**config.mk**
```make
export PLATFORM = sky130hd
export DESIGN_NAME = pwr_ctrl_top
export DESIGN_NICKNAME = d
export VERILOG_FILES = /design/src/source/pwr_pkg.sv /design/src/source/pwr_ctrl_top.sv /design/src/source/pwr_seq_fsm.sv /design/src/source/pwr_domain_ctrl.sv /design/src/source/pwr_wait_timer.sv
export VERILOG_INCLUDE_DIRS = /design/src /design/src/source
export SDC_FILE = /design/constraint.sdc
export NUM_CORES = 1
export LEC_CHECK = 0
export BUFFER_PORTS_ARGS = -buffer_cell sky130_fd_sc_hd__clkbuf_2
export CAP_MARGIN = 20
export CORE_MARGIN = 2
export CORE_UTILIZATION = 31
export CTS_CLUSTER_SIZE = 30
export DETAILED_ROUTE_END_ITERATION = 7
export GPL_ROUTABILITY_DRIVEN = 0
export PLACE_DENSITY = 0.51
export SETUP_SLACK_MARGIN = 0.02
export SYNTH_ARGS = -nofsm -noshare
export SYNTH_HDL_FRONTEND = slang
export SYNTH_SLANG_ARGS = --single-unit
```
**constraint.sdc**
```tcl
create_clock -name clk_i -period 2.14 [get_ports clk_i]
set_input_delay 0 -clock clk_i [delete_from_list [all_inputs] [get_ports clk_i]]
set_output_delay 0 -clock clk_i [all_outputs]
set_load 0.005 [all_outputs]
```
**src/source/pwr_params.svh**
```systemverilog
//////////////////////////////////////////////////
// Power-gating controller constants
// Domain count, settle waits and ack timeout
//////////////////////////////////////////////////

`ifndef PWR_PARAMS_SVH
`define PWR_PARAMS_SVH

// External power domains
`define PWR_NUM_DOMAINS 4
`define PWR_DOM_W 2

// Settle waits in clock cycles
`define PWR_ISO_WAIT 4
`define PWR_RST_WAIT 4

// Switch acknowledge limit and timer width
`define PWR_ACK_TIMEOUT 64
`define PWR_TMR_W 7

`endif
```
**src/source/pwr_pkg.sv**
```systemverilog
//////////////////////////////////////////////////
// Power-gating controller types
// Command, response, domain lines and FSM states
//////////////////////////////////////////////////

`default_nettype none

`include "pwr_params.svh"

package pwr_pkg;

  typedef enum logic [1:0] {
    PWR_OP_OFF     = 2'd0,
    PWR_OP_ON      = 2'd1,
    PWR_OP_RET_SET = 2'd2,
    PWR_OP_RET_CLR = 2'd3
  } pwr_op_e;

  typedef enum logic [1:0] {
    PWR_ST_OK      = 2'd0,
    PWR_ST_TIMEOUT = 2'd1,
    PWR_ST_REFUSED = 2'd2
  } pwr_status_e;

  typedef struct packed {
    pwr_op_e                op;
    logic [`PWR_DOM_W-1:0]  domain;
  } pwr_cmd_t;

  typedef struct packed {
    pwr_status_e status;
    logic        powered;
  } pwr_rsp_t;

  // One bit per domain in each vector
  typedef struct packed {
    logic [`PWR_NUM_DOMAINS-1:0] switch_en;
    logic [`PWR_NUM_DOMAINS-1:0] iso;
    logic [`PWR_NUM_DOMAINS-1:0] rst_n;
    logic [`PWR_NUM_DOMAINS-1:0] retentive;
  } pwr_dom_ctrl_t;

  typedef enum logic [3:0] {
    STEP_NONE,
    STEP_ISO_SET,
    STEP_ISO_CLR,
    STEP_RST_ASSERT,
    STEP_RST_RELEASE,
    STEP_SW_ON,
    STEP_SW_OFF,
    STEP_RET_SET,
    STEP_RET_CLR,
    STEP_OFF_SAFE
  } pwr_step_e;

  typedef enum logic [3:0] {
    FSM_IDLE,
    FSM_DECIDE,
    FSM_ON_ACK_WAIT,
    FSM_ON_RST_WAIT,
    FSM_ON_ISO_WAIT,
    FSM_OFF_ISO_WAIT,
    FSM_OFF_RST_WAIT,
    FSM_OFF_ACK_WAIT,
    FSM_ACK
  } pwr_fsm_e;

endpackage

`default_nettype wire

```
**src/source/pwr_ctrl_top.sv**
```systemverilog
//////////////////////////////////////////////////
// Power-gating controller top
// FSM, wait timer and domain bank
//////////////////////////////////////////////////

`default_nettype none

`include "pwr_params.svh"

module pwr_ctrl_top (
  input  wire                          clk_i,
  input  wire                          rst_i,
  input  wire                          req_i,
  input  pwr_pkg::pwr_cmd_t            cmd_i,
  output logic                         ack_o,
  output pwr_pkg::pwr_rsp_t            rsp_o,
  output pwr_pkg::pwr_dom_ctrl_t       dom_ctrl_o,
  input  wire [`PWR_NUM_DOMAINS-1:0]   switch_ack_i
);

  pwr_pkg::pwr_step_e          step;
  logic [`PWR_DOM_W-1:0]       step_dom;
  logic [`PWR_NUM_DOMAINS-1:0] ack_sync;
  logic                        tmr_start;
  logic [`PWR_TMR_W-1:0]       tmr_count;
  logic                        tmr_done;

  pwr_seq_fsm pwr_seq_fsm_i (
    .clk_i,
    .rst_i,
    .req_i,
    .cmd_i,
    .ack_o,
    .rsp_o,
    .step_o     (step),
    .step_dom_o (step_dom),
    .dom_ctrl_i (dom_ctrl_o),
    .ack_sync_i (ack_sync),
    .tmr_start_o(tmr_start),
    .tmr_count_o(tmr_count),
    .tmr_done_i (tmr_done)
  );

  pwr_wait_timer pwr_wait_timer_i (
    .clk_i,
    .rst_i,
    .start_i(tmr_start),
    .count_i(tmr_count),
    .done_o (tmr_done)
  );

  pwr_domain_ctrl pwr_domain_ctrl_i (
    .clk_i,
    .rst_i,
    .step_i      (step),
    .dom_i       (step_dom),
    .switch_ack_i,
    .ack_sync_o  (ack_sync),
    .dom_ctrl_o
  );

endmodule

`default_nettype wire

```
**src/source/pwr_seq_fsm.sv**
```systemverilog
//////////////////////////////////////////////////
// Power sequencing FSM
// Runs one command and answers the req/ack port
//////////////////////////////////////////////////

`default_nettype none

`include "pwr_params.svh"

module pwr_seq_fsm (
  input  wire                          clk_i,
  input  wire                          rst_i,
  input  wire                          req_i,
  input  pwr_pkg::pwr_cmd_t            cmd_i,
  output logic                         ack_o,
  output pwr_pkg::pwr_rsp_t            rsp_o,
  output pwr_pkg::pwr_step_e           step_o,
  output logic [`PWR_DOM_W-1:0]        step_dom_o,
  input  pwr_pkg::pwr_dom_ctrl_t       dom_ctrl_i,
  input  wire [`PWR_NUM_DOMAINS-1:0]   ack_sync_i,
  output logic                         tmr_start_o,
  output logic [`PWR_TMR_W-1:0]        tmr_count_o,
  input  wire                          tmr_done_i
);

  // Timer loads count one less than the wait it produces
  localparam logic [`PWR_TMR_W-1:0] ISO_CNT = `PWR_TMR_W'(`PWR_ISO_WAIT - 1);
  localparam logic [`PWR_TMR_W-1:0] RST_CNT = `PWR_TMR_W'(`PWR_RST_WAIT - 1);
  localparam logic [`PWR_TMR_W-1:0] ACK_CNT = `PWR_TMR_W'(`PWR_ACK_TIMEOUT);

  pwr_pkg::pwr_fsm_e    state_q;
  pwr_pkg::pwr_fsm_e    state_d;
  pwr_pkg::pwr_cmd_t    cmd_q;
  pwr_pkg::pwr_rsp_t    rsp_q;
  pwr_pkg::pwr_status_e status_d;
  logic                 rsp_load;
  logic                 powered_d;
  logic                 dom_pwr;
  logic                 dom_ack;

  assign dom_pwr = dom_ctrl_i.switch_en[cmd_q.domain];
  assign dom_ack = ack_sync_i[cmd_q.domain];

  always_comb begin
    state_d     = state_q;
    step_o      = pwr_pkg::STEP_NONE;
    tmr_start_o = 1'b0;
    tmr_count_o = '0;
    rsp_load    = 1'b0;
    status_d    = pwr_pkg::PWR_ST_OK;

    case (state_q)
      pwr_pkg::FSM_IDLE: begin
        if (req_i) begin
          state_d = pwr_pkg::FSM_DECIDE;
        end
      end

      pwr_pkg::FSM_DECIDE: begin
        case (cmd_q.op)
          pwr_pkg::PWR_OP_OFF: begin
            if (!dom_pwr) begin
              state_d  = pwr_pkg::FSM_ACK;
              rsp_load = 1'b1;
            end else begin
              step_o      = pwr_pkg::STEP_ISO_SET;
              tmr_start_o = 1'b1;
              tmr_count_o = ISO_CNT;
              state_d     = pwr_pkg::FSM_OFF_ISO_WAIT;
            end
          end
          pwr_pkg::PWR_OP_ON: begin
            if (dom_pwr) begin
              state_d  = pwr_pkg::FSM_ACK;
              rsp_load = 1'b1;
            end else begin
              step_o      = pwr_pkg::STEP_SW_ON;
              tmr_start_o = 1'b1;
              tmr_count_o = ACK_CNT;
              state_d     = pwr_pkg::FSM_ON_ACK_WAIT;
            end
          end
          default: begin
            // Retention only on a powered domain
            if (!dom_pwr) begin
              status_d = pwr_pkg::PWR_ST_REFUSED;
            end else if (cmd_q.op == pwr_pkg::PWR_OP_RET_SET) begin
              step_o = pwr_pkg::STEP_RET_SET;
            end else begin
              step_o = pwr_pkg::STEP_RET_CLR;
            end
            state_d  = pwr_pkg::FSM_ACK;
            rsp_load = 1'b1;
          end
        endcase
      end

      pwr_pkg::FSM_ON_ACK_WAIT: begin
        if (dom_ack) begin
          tmr_start_o = 1'b1;
          tmr_count_o = RST_CNT;
          state_d     = pwr_pkg::FSM_ON_RST_WAIT;
        end else if (tmr_done_i) begin
          step_o   = pwr_pkg::STEP_OFF_SAFE;
          status_d = pwr_pkg::PWR_ST_TIMEOUT;
          state_d  = pwr_pkg::FSM_ACK;
          rsp_load = 1'b1;
        end
      end

      pwr_pkg::FSM_ON_RST_WAIT: begin
        if (tmr_done_i) begin
          step_o      = pwr_pkg::STEP_RST_RELEASE;
          tmr_start_o = 1'b1;
          tmr_count_o = ISO_CNT;
          state_d     = pwr_pkg::FSM_ON_ISO_WAIT;
        end
      end

      pwr_pkg::FSM_ON_ISO_WAIT: begin
        if (tmr_done_i) begin
          step_o   = pwr_pkg::STEP_ISO_CLR;
          state_d  = pwr_pkg::FSM_ACK;
          rsp_load = 1'b1;
        end
      end

      pwr_pkg::FSM_OFF_ISO_WAIT: begin
        if (tmr_done_i) begin
          step_o      = pwr_pkg::STEP_RST_ASSERT;
          tmr_start_o = 1'b1;
          tmr_count_o = RST_CNT;
          state_d     = pwr_pkg::FSM_OFF_RST_WAIT;
        end
      end

      pwr_pkg::FSM_OFF_RST_WAIT: begin
        if (tmr_done_i) begin
          step_o      = pwr_pkg::STEP_SW_OFF;
          tmr_start_o = 1'b1;
          tmr_count_o = ACK_CNT;
          state_d     = pwr_pkg::FSM_OFF_ACK_WAIT;
        end
      end

      pwr_pkg::FSM_OFF_ACK_WAIT: begin
        if (!dom_ack) begin
          state_d  = pwr_pkg::FSM_ACK;
          rsp_load = 1'b1;
        end else if (tmr_done_i) begin
          step_o   = pwr_pkg::STEP_OFF_SAFE;
          status_d = pwr_pkg::PWR_ST_TIMEOUT;
          state_d  = pwr_pkg::FSM_ACK;
          rsp_load = 1'b1;
        end
      end

      pwr_pkg::FSM_ACK: begin
        if (!req_i) begin
          state_d = pwr_pkg::FSM_IDLE;
        end
      end

      default: begin
        state_d = pwr_pkg::FSM_IDLE;
      end
    endcase
  end

  // Powered flag as it stands once this cycle's step is applied
  assign powered_d = dom_pwr && (step_o != pwr_pkg::STEP_OFF_SAFE) &&
                     (step_o != pwr_pkg::STEP_SW_OFF);

  always_ff @(posedge clk_i) begin
    if (rst_i) begin
      state_q <= pwr_pkg::FSM_IDLE;
      rsp_q   <= '0;
    end else begin
      state_q <= state_d;
      if (rsp_load) begin
        rsp_q.status  <= status_d;
        rsp_q.powered <= powered_d;
      end
    end
  end

  // Command is stable while req is high
  always_ff @(posedge clk_i) begin
    if (state_q == pwr_pkg::FSM_IDLE && req_i) begin
      cmd_q <= cmd_i;
    end
  end

  assign ack_o      = (state_q == pwr_pkg::FSM_ACK);
  assign rsp_o      = rsp_q;
  assign step_dom_o = cmd_q.domain;

  // Four-phase rule seen from the requester side
  ack_falls_after_req_low : assert property (
    @(posedge clk_i) disable iff (rst_i)
    $fell(ack_o) |-> !$past(req_i) && $past(req_i, 2)
  );

endmodule

`default_nettype wire

```
**src/source/pwr_domain_ctrl.sv**
```systemverilog
//////////////////////////////////////////////////
// Domain control bank
// Switch, iso, reset and retention lines per domain
// plus the switch acknowledge synchronizer
//////////////////////////////////////////////////

`default_nettype none

`include "pwr_params.svh"

module pwr_domain_ctrl (
  input  wire                          clk_i,
  input  wire                          rst_i,
  input  pwr_pkg::pwr_step_e           step_i,
  input  wire [`PWR_DOM_W-1:0]         dom_i,
  input  wire [`PWR_NUM_DOMAINS-1:0]   switch_ack_i,
  output logic [`PWR_NUM_DOMAINS-1:0]  ack_sync_o,
  output pwr_pkg::pwr_dom_ctrl_t       dom_ctrl_o
);

  pwr_pkg::pwr_dom_ctrl_t      ctrl_q;
  logic [`PWR_NUM_DOMAINS-1:0] ack_meta_q;
  logic [`PWR_NUM_DOMAINS-1:0] ack_sync_q;

  always_ff @(posedge clk_i) begin
    if (rst_i) begin
      // Every domain off and safe
      ctrl_q.switch_en <= '0;
      ctrl_q.iso       <= '1;
      ctrl_q.rst_n     <= '0;
      ctrl_q.retentive <= '0;
    end else begin
      case (step_i)
        pwr_pkg::STEP_ISO_SET:     ctrl_q.iso[dom_i] <= 1'b1;
        pwr_pkg::STEP_ISO_CLR:     ctrl_q.iso[dom_i] <= 1'b0;
        pwr_pkg::STEP_RST_ASSERT:  ctrl_q.rst_n[dom_i] <= 1'b0;
        pwr_pkg::STEP_RST_RELEASE: ctrl_q.rst_n[dom_i] <= 1'b1;
        pwr_pkg::STEP_SW_ON:       ctrl_q.switch_en[dom_i] <= 1'b1;
        pwr_pkg::STEP_SW_OFF: begin
          // Retention cannot outlive the supply
          ctrl_q.switch_en[dom_i] <= 1'b0;
          ctrl_q.retentive[dom_i] <= 1'b0;
        end
        pwr_pkg::STEP_RET_SET:     ctrl_q.retentive[dom_i] <= 1'b1;
        pwr_pkg::STEP_RET_CLR:     ctrl_q.retentive[dom_i] <= 1'b0;
        pwr_pkg::STEP_OFF_SAFE: begin
          ctrl_q.switch_en[dom_i] <= 1'b0;
          ctrl_q.iso[dom_i]       <= 1'b1;
          ctrl_q.rst_n[dom_i]     <= 1'b0;
          ctrl_q.retentive[dom_i] <= 1'b0;
        end
        default: ;
      endcase
    end
  end

  // Two-flop sync of the switch cell acks
  always_ff @(posedge clk_i) begin
    if (rst_i) begin
      ack_meta_q <= '0;
      ack_sync_q <= '0;
    end else begin
      ack_meta_q <= switch_ack_i;
      ack_sync_q <= ack_meta_q;
    end
  end

  assign ack_sync_o = ack_sync_q;
  assign dom_ctrl_o = ctrl_q;

  // Unpowered domains stay isolated and in reset
  off_domain_is_safe : assert property (
    @(posedge clk_i) disable iff (rst_i)
    (~ctrl_q.switch_en & (~ctrl_q.iso | ctrl_q.rst_n)) == '0
  );

  off_domain_not_retentive : assert property (
    @(posedge clk_i) disable iff (rst_i)
    (~ctrl_q.switch_en & ctrl_q.retentive) == '0
  );

endmodule

`default_nettype wire

```
**src/source/pwr_wait_timer.sv**
```systemverilog
//////////////////////////////////////////////////
// Wait timer
// Down-counter for settle waits and ack timeout
//////////////////////////////////////////////////

`default_nettype none

`include "pwr_params.svh"

module pwr_wait_timer (
  input  wire                   clk_i,
  input  wire                   rst_i,
  input  wire                   start_i,
  input  wire [`PWR_TMR_W-1:0]  count_i,
  output logic                  done_o
);

  logic [`PWR_TMR_W-1:0] cnt_q;
  logic                  load_q;

  always_ff @(posedge clk_i) begin
    if (rst_i) begin
      cnt_q  <= '0;
      load_q <= 1'b0;
    end else begin
      load_q <= start_i;
      if (start_i) begin
        cnt_q <= count_i;
      end else if (cnt_q != '0) begin
        cnt_q <= cnt_q - 1'b1;
      end
    end
  end

  // A fresh load hides the zero count for one cycle
  assign done_o = (cnt_q == '0) && !load_q;

endmodule

`default_nettype wire

```
==> metrics <==
CTS Buf Count=5; met3 usage=2.95%; clk sink count=43; Fin Hold WS=approximately 12 ps; layout cells sized above 1=30.1%; setup TNS=0 ps; worst-case clock buffer depth=2; vias in the first global route=1931; CTS tree=yes; combinational power share=44.3%; max frequency=0.477 GHz; Residual DRC=0; Yosys top cell by area=dfxtp_1; Peak VDD IR=0.577 mV; Net Sw Frac=between 30% and 40%; Routed Antenna Nets=0; IO Pins=31; Max Cap Viol=0; # setup viols final=0; slew at the pin with the worst max-slew slack=around 460 ps; CP endpoint kind=flop; clock-pin slew on the worst setup and hold paths=roughly 100 ps; GR Util met2=25.7%; root buf cell=clkbuf_8; RSZ-0062 raised after global routing=yes; PwrDens=1110 nW/um^2; fin worst setup slack=about 42 ps; ys async rst share=0%; first-pass GRT wire length=9340 um; chip width=86.5 um; initial antenna violation count=0; PortBufs=30; Crit Path Class=reg -> reg; Clk Latency, worst-skew pair=about 300 ps; CORE AREA=6680 um^2; fin cells=approximately 380; via count=1954; ranking of synthesized cells by area=dfxtp_1 (37%), edfxtp_1 (5.7%), a21oi_1 (5.2%); syn nets=250; DRT iter0 DRCs=140; Tot GR Track Use=15.6%; Initial Utilization=31.6%; critical path arrival=2310 ps; Setup Skew=14.0 ps; Net Switching=1.15 mW; antenna fix cells=0; Via density=about 5.1; register area share after synthesis=between 40% and 50%; DR WL/cell=14.0 um; Synth Area per Inst=8.90 um^2; status=complete, no violations; Rows=30; Synth cell types=55; clock network fraction of design power=21.0%; period utilisation layout=a little over nine tenths; post-synth top area share=37.0%; H-tree depth=2; Tot Pwr=~3.1 mW; Synth Flop Type=dfxtp_1; max_slew headroom=69.5%; 1st-pass router iterations=4; Ys Warns=0; most frequent cell after synthesis=dfxtp_1; met1 usage=20.9%; HPWL Detailed=3880 um; Setup WS pre-CTS=34.7 ps; leakage=1.10 nW; die area=7480 um^2; crit start category=flop; Post-Syn Instances=~240; P_int=1.95 mW; most frequent cells after synthesis=dfxtp_1 (39), a21oi_1 (22), nand2_1 (21); final slew viol count=0; dpl cells=between 300 and 400; sequential power share=a little over a third; Final Hold Viols=0; #FFs+latches synth=43; CP max FO=4; WL final=5340 um; fin crit period=around 2100 ps; Nets=314; Die Height=86.5 um; largest net degree at the start of global routing=22; area growth from synthesis to layout=32.1%; mapped cell area=2110 um^2; grt peak-use layer=met2; global route total overflow=0; hold crit path type=in -> reg; Worst EP required=2360 ps; number of flops mapped to enable cells by yosys=4
## layer usage
layer | share of wire (%) | vias up
met4 | 1.1 | 0
li1 | - | 989
met3 | 2.3 | 4
met5 | 0 | -
met1 | 49 | 931
met2 | 48 | 30
## logic make-up after synthesis
| kind of cell | synth area share [%] |
|---|---|
| AND/OR/NAND/NOR | 25.6 |
| AO/OA/AOI/OAI | 18.8 |
| flip-flops | 42.7 |
| buffers and inverters | 4.45 |
| XOR/XNOR | 4.15 |
| multiplexers | 3.09 |
| adder cells (fa/ha/maj) | 1.19 |
## what timing repair did
action | in CTS | in global routing
endpoints found under the setup margin | 2 | 21
setup buffers | 2 | 4
hold endpoints to repair | 8 | 0
hold buffers | 8 | 0
resized for setup | 0 | 12
pin swaps | 0 | 6
## critical path, stage by stage, from the launching register on
cell and delay (ps):
edfxtp_1 380, mux4_2 550, mux2i_1 160, a21o_1 210
a2111o_1 490, o31ai_2 230
## power by group through the flow
stage	combinational, mW	clock [mW]	sequential [mW]
2_1_floorplan	0.879	0	1.02
3_3_place_gp	1.27	0	1.10
3_5_place_dp	1.27	0	1.10
4_1_cts	1.30	0.668	1.08
5_1_grt	1.52	0.702	1.10
6_report	1.38	0.652	1.08
## layout by cell type, fill, tap and decap left out, types with 3 or more instances in the layout
master,instances
a31oi_1,3
xor2_1,4
a21oi_1,22
dlygate4sd3_1,8
inv_1,6
nand3_1,4
nor2b_1,15
a41oi_1,3
xnor2_1,6
edfxtp_1,4
nor4b_2,4
nand2_1,20
nor2_1,17
dfxtp_1,39
o21ai_0,11
clkbuf_2,30
clkbuf_8,5
a211oi_1,4
nor3_1,12
nor3b_1,3
buf_4,32
## worst paths after layout
path                                              start                                    endpoint  slack [ps]  cells after the start
max               pwr_seq_fsm_i.step_dom_o[0]$_DFFE_PP_                                        flop          40                      5
min                                               req_i       pwr_seq_fsm_i.state_q[3]$_SDFFE_PP0P_          10                      3
max reg2reg       pwr_seq_fsm_i.step_dom_o[0]$_DFFE_PP_                                        flop          40                      5
min reg2reg  pwr_domain_ctrl_i.ack_meta_q[1]$_SDFF_PP0_  pwr_domain_ctrl_i.ack_sync_o[1]$_SDFF_PP0_         440                      1
## layout make-up
class                      instances  area (um^2)
fill                             660         3900
multi-input combinational        173         1160
sequential                        43          901
timing repair buffer              72          493
tap                               80          100
clock buffer                       5         68.8
clock inverter                     3         43.8
inverter                           6         22.5
## through the flow
stage,utilization (%),instance area (um^2)
2_1_floorplan,-,2110
3_3_place_gp,37.4,2500
3_5_place_dp,37.4,2500
4_1_cts,40.5,2710
5_1_grt,41.7,2790
6_report,41.7,2790
Note: power is estimated with default switching activity, not from simulation.
